## src/hdl/spi_app_pkg.sv

```systemverilog
`default_nettype none

package spi_app_pkg;

    // ==================================================
    // Message and response framing
    // ==================================================
    localparam int msg_len  = 64;   // Bits after the start bit
    localparam int resp_len = 64;

    typedef logic [msg_len-1:0]  msg_t;
    typedef logic [resp_len-1:0] resp_t;

    // Type byte on top, argument below it
    localparam int msg_type_len = 8;
    localparam int msg_type_lsb = msg_len - msg_type_len;
    localparam int msg_arg_len  = msg_type_lsb;

    typedef enum logic [msg_type_len-1:0] {
        type_nop            = 8'h00,
        type_led_set        = 8'h01,
        type_echo           = 8'h80,
        type_dat_in_status  = 8'h82
    } msg_type_t;

    // Set in the type byte when the host expects an answer
    localparam int resp_flag_bit = 7;

    // ==================================================
    // Payload types
    // ==================================================
    typedef logic [3:0]  led_t;
    typedef logic [15:0] dat_word_t;
    typedef logic [3:0]  access_mode_t;

    // Layout of the data-in status response
    localparam int status_mode_lsb = 0;     // Access mode in bits 3..0
    localparam int status_done_bit = 4;     // Block done flag

    // CMD6 access-mode nibble inside its data word
    localparam int access_mode_lsb = 8;

endpackage : spi_app_pkg

`default_nettype wire

```

## src/hdl/cmd6_capture.sv

```systemverilog
`timescale 1ns/1ps
`default_nettype none

module cmd6_capture #(
    parameter int block_words     = 32,
    parameter int mode_word_index = 8
) (
    input  wire logic                        sd_datInWrite_clk,
    input  wire logic                        spi_rst_,
    input  wire logic                        datin_rst,
    input  wire logic                        datin_valid,
    input  wire spi_app_pkg::dat_word_t      datin_data,
    output spi_app_pkg::access_mode_t        access_mode,
    output logic                             block_done
);
    import spi_app_pkg::*;

    localparam int cnt_w = $clog2(block_words);
    localparam logic [cnt_w-1:0] first_cnt = cnt_w'(block_words - 1);
    localparam logic [cnt_w-1:0] mode_cnt  = cnt_w'(block_words - 1 - mode_word_index);

    logic [cnt_w-1:0] word_cnt;   // Words left in the block, minus one

    // ==================================================
    // Block word counter
    // ==================================================
    always_ff @(posedge sd_datInWrite_clk or negedge spi_rst_) begin
        if (!spi_rst_) begin
            word_cnt    <= first_cnt;
            access_mode <= '0;
            block_done  <= 1'b0;
        end else if (datin_rst) begin
            word_cnt   <= first_cnt;
            block_done <= 1'b0;
        end else if (datin_valid) begin
            word_cnt <= word_cnt - 1'b1;      // Wraps into the next block
            if (word_cnt == mode_cnt) begin
                access_mode <= datin_data[access_mode_lsb +: $bits(access_mode_t)];
            end
            if (word_cnt == '0) begin
                block_done <= 1'b1;
            end
        end
    end

endmodule : cmd6_capture

`default_nettype wire

```

## src/hdl/spi_app_top.sv

```systemverilog
`timescale 1ns/1ps
`default_nettype none

module spi_app_top #(
    parameter int turnaround_cycles = 6,
    parameter int block_words       = 32,
    parameter int mode_word_index   = 8
) (
    input  wire logic                      sd_datInWrite_clk,
    input  wire logic                      spi_rst_,
    input  wire logic                      spi_data_in,
    output logic                           spi_data_out,
    output logic                           spi_data_out_en,
    input  wire logic                      datin_rst,
    input  wire logic                      datin_valid,
    input  wire spi_app_pkg::dat_word_t    datin_data,
    output spi_app_pkg::led_t              led
);
    import spi_app_pkg::*;

    // Command path
    logic         msg_valid;
    msg_t         msg;
    logic         resp_load;
    resp_t        resp;
    logic         tx_busy;

    // Data-in status
    access_mode_t access_mode;
    logic         block_done;

    // ==================================================
    // Command port
    // ==================================================
    spi_msg_rx msg_rx0 (
        .sd_datInWrite_clk (sd_datInWrite_clk),
        .spi_rst_          (spi_rst_),
        .spi_data_in       (spi_data_in),
        .tx_busy           (tx_busy),
        .msg_valid         (msg_valid),
        .msg               (msg)
    );

    spi_ctrl ctrl0 (
        .sd_datInWrite_clk (sd_datInWrite_clk),
        .spi_rst_          (spi_rst_),
        .msg_valid         (msg_valid),
        .msg               (msg),
        .access_mode       (access_mode),
        .block_done        (block_done),
        .resp_load         (resp_load),
        .resp              (resp),
        .led               (led)
    );

    spi_resp_tx #(
        .turnaround_cycles (turnaround_cycles)
    ) resp_tx0 (
        .sd_datInWrite_clk (sd_datInWrite_clk),
        .spi_rst_          (spi_rst_),
        .resp_load         (resp_load),
        .resp              (resp),
        .tx_busy           (tx_busy),
        .spi_data_out      (spi_data_out),
        .spi_data_out_en   (spi_data_out_en)
    );

    // ==================================================
    // SD data-in monitor
    // ==================================================
    cmd6_capture #(
        .block_words       (block_words),
        .mode_word_index   (mode_word_index)
    ) cmd6_cap0 (
        .sd_datInWrite_clk (sd_datInWrite_clk),
        .spi_rst_          (spi_rst_),
        .datin_rst         (datin_rst),
        .datin_valid       (datin_valid),
        .datin_data        (datin_data),
        .access_mode       (access_mode),
        .block_done        (block_done)
    );

endmodule : spi_app_top

`default_nettype wire

```

## src/hdl/spi_ctrl.sv

```systemverilog
`timescale 1ns/1ps
`default_nettype none

module spi_ctrl (
    input  wire logic                         sd_datInWrite_clk,
    input  wire logic                         spi_rst_,
    input  wire logic                         msg_valid,
    input  wire spi_app_pkg::msg_t            msg,
    input  wire spi_app_pkg::access_mode_t    access_mode,
    input  wire logic                         block_done,
    output logic                              resp_load,
    output spi_app_pkg::resp_t                resp,
    output spi_app_pkg::led_t                 led
);
    import spi_app_pkg::*;

    msg_type_t              msg_type;
    logic [msg_arg_len-1:0] msg_arg;
    logic                   wants_resp;   // Response flag of the type byte
    logic                   has_resp;     // Known response type
    logic                   led_write;
    resp_t                  next_resp;

    assign msg_type   = msg_type_t'(msg[msg_len-1:msg_type_lsb]);
    assign msg_arg    = msg[msg_arg_len-1:0];
    assign wants_resp = msg[msg_type_lsb + resp_flag_bit];

    // ==================================================
    // Message decode
    // ==================================================
    always_comb begin
        next_resp = '0;
        has_resp  = 1'b0;
        led_write = 1'b0;
        case (msg_type)
            type_nop: begin
                // Nothing to do
            end
            type_led_set: begin
                led_write = 1'b1;
            end
            type_echo: begin
                next_resp = resp_t'(msg_arg);     // Zero-extended
                has_resp  = 1'b1;
            end
            type_dat_in_status: begin
                next_resp[status_mode_lsb +: $bits(access_mode_t)] = access_mode;
                next_resp[status_done_bit] = block_done;
                has_resp  = 1'b1;
            end
            default: begin
                // Unknown types are dropped
            end
        endcase
    end

    // ==================================================
    // LED register and response strobe
    // ==================================================
    always_ff @(posedge sd_datInWrite_clk or negedge spi_rst_) begin
        if (!spi_rst_) begin
            led       <= '0;
            resp_load <= 1'b0;
        end else begin
            resp_load <= msg_valid && wants_resp && has_resp;
            if (msg_valid && led_write) begin
                led <= msg_arg[$bits(led_t)-1:0];
            end
        end
    end

    // Response word, held until the transmitter latches it
    always_ff @(posedge sd_datInWrite_clk) begin
        if (msg_valid && has_resp) begin
            resp <= next_resp;
        end
    end

endmodule : spi_ctrl

`default_nettype wire

```

## src/hdl/spi_msg_rx.sv

```systemverilog
`timescale 1ns/1ps
`default_nettype none

module spi_msg_rx (
    input  wire logic                sd_datInWrite_clk,
    input  wire logic                spi_rst_,
    input  wire logic                spi_data_in,
    input  wire logic                tx_busy,
    output logic                     msg_valid,
    output spi_app_pkg::msg_t        msg
);
    import spi_app_pkg::*;

    localparam int cnt_w = $clog2(msg_len);
    localparam logic [cnt_w-1:0] last_bit_cnt = cnt_w'(msg_len - 1);

    logic             receiving;
    logic [cnt_w-1:0] bit_cnt;    // Bits still to come, minus one

    // ==================================================
    // Start detection and bit counting
    // ==================================================
    always_ff @(posedge sd_datInWrite_clk or negedge spi_rst_) begin
        if (!spi_rst_) begin
            receiving <= 1'b0;
            bit_cnt   <= '0;
            msg_valid <= 1'b0;
        end else begin
            msg_valid <= 1'b0;
            if (receiving) begin
                if (bit_cnt == '0) begin
                    receiving <= 1'b0;
                    msg_valid <= 1'b1;    // Same edge as the last bit
                end else begin
                    bit_cnt <= bit_cnt - 1'b1;
                end
            end else if (spi_data_in && !tx_busy) begin
                // Line idles low, so the first 1 is the start bit
                receiving <= 1'b1;
                bit_cnt   <= last_bit_cnt;
            end
        end
    end

    // Message shift register, MSB first
    always_ff @(posedge sd_datInWrite_clk) begin
        if (receiving) begin
            msg <= {msg[msg_len-2:0], spi_data_in};
        end
    end

endmodule : spi_msg_rx

`default_nettype wire

```

## src/hdl/spi_resp_tx.sv

```systemverilog
`timescale 1ns/1ps
`default_nettype none

module spi_resp_tx #(
    parameter int turnaround_cycles = 6
) (
    input  wire logic                 sd_datInWrite_clk,
    input  wire logic                 spi_rst_,
    input  wire logic                 resp_load,
    input  wire spi_app_pkg::resp_t   resp,
    output logic                      tx_busy,
    output logic                      spi_data_out,
    output logic                      spi_data_out_en
);
    import spi_app_pkg::*;

    localparam int cnt_max = (resp_len > turnaround_cycles) ? resp_len : turnaround_cycles;
    localparam int cnt_w   = $clog2(cnt_max);

    typedef enum logic [1:0] {
        st_idle,
        st_turn,    // Line released, host turns around
        st_send
    } tx_state_t;

    tx_state_t        state;
    logic [cnt_w-1:0] cnt;
    resp_t            shreg;

    // ==================================================
    // Turnaround and shift control
    // ==================================================
    always_ff @(posedge sd_datInWrite_clk or negedge spi_rst_) begin
        if (!spi_rst_) begin
            state <= st_idle;
            cnt   <= '0;
        end else begin
            case (state)
                st_idle: begin
                    if (resp_load) begin
                        state <= st_turn;
                        cnt   <= cnt_w'(turnaround_cycles - 1);
                    end
                end
                st_turn: begin
                    if (cnt == '0) begin
                        state <= st_send;
                        cnt   <= cnt_w'(resp_len - 1);
                    end else begin
                        cnt <= cnt - 1'b1;
                    end
                end
                st_send: begin
                    if (cnt == '0) begin
                        state <= st_idle;   // Last bit went out this cycle
                    end else begin
                        cnt <= cnt - 1'b1;
                    end
                end
                default: state <= st_idle;
            endcase
        end
    end

    // Response shift register
    always_ff @(posedge sd_datInWrite_clk) begin
        if (state == st_idle && resp_load) begin
            shreg <= resp;
        end else if (state == st_send) begin
            shreg <= {shreg[resp_len-2:0], 1'b0};
        end
    end

    assign spi_data_out    = shreg[resp_len-1];     // MSB first
    assign spi_data_out_en = (state == st_send);
    assign tx_busy         = resp_load || (state != st_idle);

endmodule : spi_resp_tx

`default_nettype wire

```

## config.mk

```make
export PLATFORM = sky130hd
export DESIGN_NAME = spi_app_top
export DESIGN_NICKNAME = d
export VERILOG_FILES = /design/src/hdl/spi_app_pkg.sv /design/src/hdl/cmd6_capture.sv /design/src/hdl/spi_app_top.sv /design/src/hdl/spi_ctrl.sv /design/src/hdl/spi_msg_rx.sv /design/src/hdl/spi_resp_tx.sv
export SDC_FILE = /design/constraint.sdc
export NUM_CORES = 1
export LEC_CHECK = 0
export BUFFER_PORTS_ARGS = -buffer_cell sky130_fd_sc_hd__buf_4
export CAP_MARGIN = 10
export CORE_MARGIN = 10
export CORE_UTILIZATION = 55
export CTS_CLUSTER_SIZE = 14
export DETAILED_ROUTE_END_ITERATION = 16
export PLACE_DENSITY = 0.76
export REMOVE_ABC_BUFFERS = 1
export SYNTH_ARGS = -nofsm -noshare
export SYNTH_HDL_FRONTEND = slang
export SYNTH_SLANG_ARGS = --single-unit
```

## constraint.sdc

```tcl
create_clock -name sd_datInWrite_clk -period 4.05 [get_ports sd_datInWrite_clk]
set_clock_uncertainty 0.15 [all_clocks]
set_input_delay 0.405 -clock sd_datInWrite_clk [delete_from_list [all_inputs] [get_ports sd_datInWrite_clk]]
set_output_delay 0.405 -clock sd_datInWrite_clk [all_outputs]
set_load 0.1 [all_outputs]
```

Word-level counts from Yosys, hierarchy flattened
Cells that the tools add are included.

word-level totals
  bits of input ports = 21
  word-level logic and storage cells = 79
  register bits = 223
  output and inout bits = 6

operators by class
  equality and inequality tests = 11
  multiplexer cells = 26
  $add $sub $neg = 3
  bitwise gates (word level) = 1
  reduce and logical (&&, ||, !) cells = 24

operator list
  kind                   number
  $mux W64               2
  $mux W6                6
  $pmux W6 S3            1
  $eq A8 B8 Y1 const B   2
  $logic_not A6 Y1       2
  $sub A6 B1 Y6 const B  2
  $mux W1                10
  $mux W5                2
  $pmux W5 S2            1
  $reduce_bool A2 Y1     5
  $reduce_and A3 Y1      3
  $eq A8 B1 Y1 const B   1
  $logic_and A1 B1 Y1    6
  $mux W2                3
  $ne A2 B2 Y1 const B   3
  $pmux W2 S3            1
  $eq A5 B5 Y1 const B   1
  $logic_not A5 Y1       1
  $sub A5 B1 Y5 const B  1
  $ne A2 B1 Y1 const B   2
  $reduce_and A2 Y1      2
  $reduce_bool A3 Y1     1
  $eq A2 B1 Y1 const B   1
  $eq A2 B2 Y1 const B   1
  5 further kinds        5

Logic depth before layout (Yosys ltp)
  word-level depth = 6
  gate-level depth with buffers = 6
  depth with buffers taken out = 6

By module
From an unflattened synthesis, not the netlist that was laid out.

unflattened totals
  cells, all modules = 494
  area, all modules = 8499.4 sq um

by module, submodules not included
  module        area each (sq um)  cells each  seq. area each (sq um)  instances
  spi_resp_tx   3266.9             198         2122.0                  1
  spi_ctrl      2413.6             151         1806.7                  1
  spi_msg_rx    2359.8             109         2122.0                  1
  cmd6_capture  459.2              36          256.5                   1

Worst setup path before layout
No wires, ideal clock.

  path type = reg-to-reg
  start = reg msg_rx0.msg[59]
  end = reg ctrl0.resp[0], enable pin
  slack = 0.180 ns
  arrival = 3.250 ns
  buffers on the path = 0
  library setup time = 0.470 ns
  period minus slack after synthesis = 3.870 ns
  data required time = 3.430 ns
  stages on the path, launching flop included = 4
  cell sequence = edfxtp_1 > nor3_1 > nand4b_1 > nor2_1

on the way
  word-level cells in the longest chain between the ends = 4
  elaborated cells on any way between the ends = 5
  classes of those cells = eq/ne (2); mux (1); reduce/logical (2)

RTL lines
  what                                   RTL line          RTL
  start, declared                        spi_msg_rx.sv:10  output spi_app_pkg::msg_t msg
  start signal, assigned                 spi_msg_rx.sv:48  msg <= {msg[msg_len-2:0], spi_data_in};
  $eq A8 B8 Y1                           spi_ctrl.sv:35    case (msg_type)
  $reduce_or A2 Y1 (no source line) (*)  n/a
  $mux W1 (*)                            spi_ctrl.sv:35
  $logic_and A1 B1 Y1 (*)                spi_ctrl.sv:74    if (msg_valid && has_resp) begin
  end signal, assigned                   spi_ctrl.sv:75    resp <= next_resp;
  end, declared                          spi_ctrl.sv:12    output spi_app_pkg::resp_t resp,

Mark *: on every way between the ends. The rest lies on a longest branch, timed or not.
A chain may end at the register's enable or synchronous reset.

Final worst setup path
  start = reg msg_rx0.msg[59]
  end = reg ctrl0.resp[24], enable pin

The elaborated chain is that of the path after synthesis.

==> impl_results.md <==
- Worst-Skew Late Latency: 500 ps
- Initial cell density of the core: 0.565
- Buffer levels on the longest clock path: 3
- Synth top cells by count: sky130_fd_sc_hd__edfxtp_1 (184), sky130_fd_sc_hd__mux2_2 (65), sky130_fd_sc_hd__and2_1 (59), sky130_fd_sc_hd__dfrtp_1 (26), sky130_fd_sc_hd__nor2_1 (16)
- Clock tree from TritonCTS: done
- Antenna violations before repair: 0
- Final Hold Viols: 0
- Worst endpoint data arrival time: 2710 ps
- Max-cap check violation count: 0
- Reg-to-reg slack, setup: 1320 ps
- Fmax: 366 MHz
- Kind of end point of the critical path: register
- Post-synth top area cell: sky130_fd_sc_hd__edfxtp_1
- Area added between synthesis and finish: 14.6%
- Vias after detailed routing: 3909
- Maximum VDD drop: 0.371 mV
- Number of DRC markers in iteration 0: 216
- Least-Margin Pin Slew: 860 ps
- Clock root cell: sky130_fd_sc_hd__clkbuf_16
- Most used flip-flop cell after synthesis: sky130_fd_sc_hd__edfxtp_1
- Die Ht: 143 um
- Total Neg Setup Slack: 0 ps
- Post-Route Utilization: 0.648
- Drt drc: 0
- Post-synth design cell area: 0.00828 sq mm
- Largest family of logic cells by synthesized area: multiplexers
- Diode count: 0
- Relative slew slack: 0.427
- Required time reported for the critical path endpoint: 4030 ps
- Ordered list of cells on the worst path: nor3_1 > nand4b_1 > nor2_4 > buf_4
- Fin nets: 541
- Synthesized netlist cell count: 473
- Global-route wire length before repair: 20400 um
- Total setup violations reported at the end of the flow: 0
- Post-CTS setup buffers: 0
- Share of cell area taken by muxes after synthesis: 0.0945
- RD Place Congestion: 0.826
- Crit Path Max Fanout: 37
- Unique masters post-synth: 48
- Resized Gates After CTS: 0
- Std-Cell Core Area: 0.0146 sq mm
- Cell at the slowest stage of the critical path: sky130_fd_sc_hd__nor2_4
- Cell with the most instances after synthesis: sky130_fd_sc_hd__edfxtp_1
- Remaining Overflow, GRT: 0
- Num CTS Buffers: 22
- GRT Util Overall: 0.123
- Detailed-route wire length per cell: 16.9 um
- Startpoint type of the worst setup path: register
- Run status: complete, no violations
- Non-filler cells, final: 711
- Number of detailed-route iterations in the first pass: 4
- Portion of the clock cycle consumed by the worst path in the final layout: 0.675
- Clock-pin slew reported for the worst setup and hold paths after clock tree synthesis: 60 ps
- Routed wire length: 12000 um
- Die Footprint: 0.0204 sq mm
- Total clock sinks: 215
- Worst hold slack across all endpoints: 34.3 ps
- Hold-fix buffer count after cts: 7
- Tot Pwr: 4.65 mW
- Fraction of the mapped netlist area in compound gates: 0.0236
- # IOs: 27
- Fraction of layout cells with a size suffix above 1: 0.260
- Synth area leaders: sky130_fd_sc_hd__edfxtp_1 (67%), sky130_fd_sc_hd__mux2_2 (8.8%), sky130_fd_sc_hd__dfrtp_1 (7.9%), sky130_fd_sc_hd__and2_1 (4.5%), sky130_fd_sc_hd__dfstp_2 (1.6%)
- Final number of max-transition violations: 0
- ANT nets after route: 0
- Proportion of netlist area held by the largest area contributor: 0.668
- Fraction of the yosys area taken by sequential cells: 0.762
- Layout Cell Area excl Fill: 0.00949 sq mm
- Number of instances in the placed design: 664
- Setup repair after global routing missed its margin: no
- Minimum period implied by the final worst setup slack: 2730 ps
- Final HPWL DP: 6570 um
- Number of warnings printed during yosys synthesis: 0
- Flops & latches, synth: 215
- Die Span X: 143 um
- Adder-cell area share of the yosys netlist: 0.0136
- Drt via density: 5.50
- Static Leak: 3.28 nW
- Min-delay worst type: in2reg
- Synthesized-area fraction occupied by xor and xnor cells: 0.00529
- Classification of the worst setup path: reg2reg
- Number of I/O port buffers: 14
- Largest net degree at the start of global routing: 68
- Worst setup slack after layout: 1320 ps
- Vias in the first global route: 4131
- Power density cells: 490 mW/mm^2
- Worst slack, placed: 1340 ps
- Number of enable-type register cells in the synthesized netlist: 184
- Share of synthesized flip-flops with an asynchronous set or reset: 0.144
- Post-Synth Simple-Gate Area: 0.0892
- Standard-cell rows: 44
- H-tree lvl count: 1
- Per-instance average area after synthesis: 17.5 sq um
- CP max stage delay: 600 ps
- Area after detailed placement: 0.00862 sq mm
[routing by layer]
metal | up-vias | global-route usage | wire (um)
met5 | - | 0 | 0
met4 | 0 | 0.0337 | 235
met3 | 19 | 0.0275 | 392
met2 | 67 | 0.214 | 6190
met1 | 1978 | 0.151 | 5230
li1 | 1845 | - | -
[critical path: cells and delay by family (launching register included)]
| family | cells | cell delay, ps |
|---|---|---|
| DFF | 1 | 390 |
| and+or+nand+nor | 3 | 1250 |
| buffers and inverters | 1 | 550 |
[cells in the final DEF, fill, tap and decap left out, types with 4 or more instances in the layout]
cell	netlist	layout
sky130_fd_sc_hd__edfxtp_1	184	184
sky130_fd_sc_hd__mux2_2	65	65
sky130_fd_sc_hd__and2_1	59	59
sky130_fd_sc_hd__dfrtp_1	26	25
sky130_fd_sc_hd__clkbuf_16	0	22
sky130_fd_sc_hd__buf_4	0	19
sky130_fd_sc_hd__nor2_1	16	15
sky130_fd_sc_hd__inv_1	14	14
sky130_fd_sc_hd__nand2_1	11	10
sky130_fd_sc_hd__ha_1	9	9
sky130_fd_sc_hd__dlygate4sd3_1	0	7
sky130_fd_sc_hd__o21ai_0	6	6
sky130_fd_sc_hd__bufinv_16	0	6
sky130_fd_sc_hd__mux2i_1	5	5
sky130_fd_sc_hd__nand2b_1	6	5
sky130_fd_sc_hd__a21oi_1	5	5
sky130_fd_sc_hd__dfstp_2	5	5
sky130_fd_sc_hd__nor2b_1	4	4
sky130_fd_sc_hd__clkinv_1	0	4
[cell families after synthesis]
group / count (synthesis)
flops: 215
simple gates: 120
fa+ha+maj: 9
mux: 70
compound gates: 28
buf+inv: 26
xor+xnor: 5
[sequential cells by signal, indices dropped and copies added (netlist names), 2 cells and up]
signal                 count
ctrl0.led                  4
cmd6_cap0.word_cnt         5
resp_tx0.cnt               6
cmd6_cap0.access_mode      4
msg_rx0.bit_cnt            6
resp_tx0.state             2
ctrl0.resp                56
resp_tx0.shreg            64
msg_rx0.msg               64
[layout make-up]
type                            count  area (sq um)
Inverter                           14          52.6
Timing Repair Buffer               26           213
Clock buffer                       25           562
Fill cell                         987          5160
Multi-Input combinational cell    232          1880
Tap cell                          184           230
Clock inverter                     15           236
Sequential cell                   215          6310
[power breakdown]
group | internal (mW) | leakage, nW | switching (mW)
clock | 1.38 | 0.381 | 0.809
combinational | 0.0157 | 0.812 | 0.0145
sequential | 2.41 | 2.09 | 0.0154
[final timing paths]
path | end | from | cells after the start
setup reg to reg | ctrl0.resp[24]$_SDFFCE_PP0P_ | msg_rx0.msg[59]$_DFFE_PP_ | 4
min in group asynchronous | cmd6_cap0.access_mode[1]$_DFFE_PN0P_ | spi_rst_ | 2
max in group asynchronous | cmd6_cap0.word_cnt[4]$_DFFE_PN1P_ | spi_rst_ | 2
hold / removal | cmd6_cap0.word_cnt[0]$_DFFE_PN1P_ | datin_valid | 3
setup / recovery | ctrl0.resp[24]$_SDFFCE_PP0P_ | msg_rx0.msg[59]$_DFFE_PP_ | 4
hold reg to reg | msg_rx0.msg[25]$_DFFE_PP_ | msg_rx0.msg[24]$_DFFE_PP_ | 0
Power figures use the tool's default switching activity.
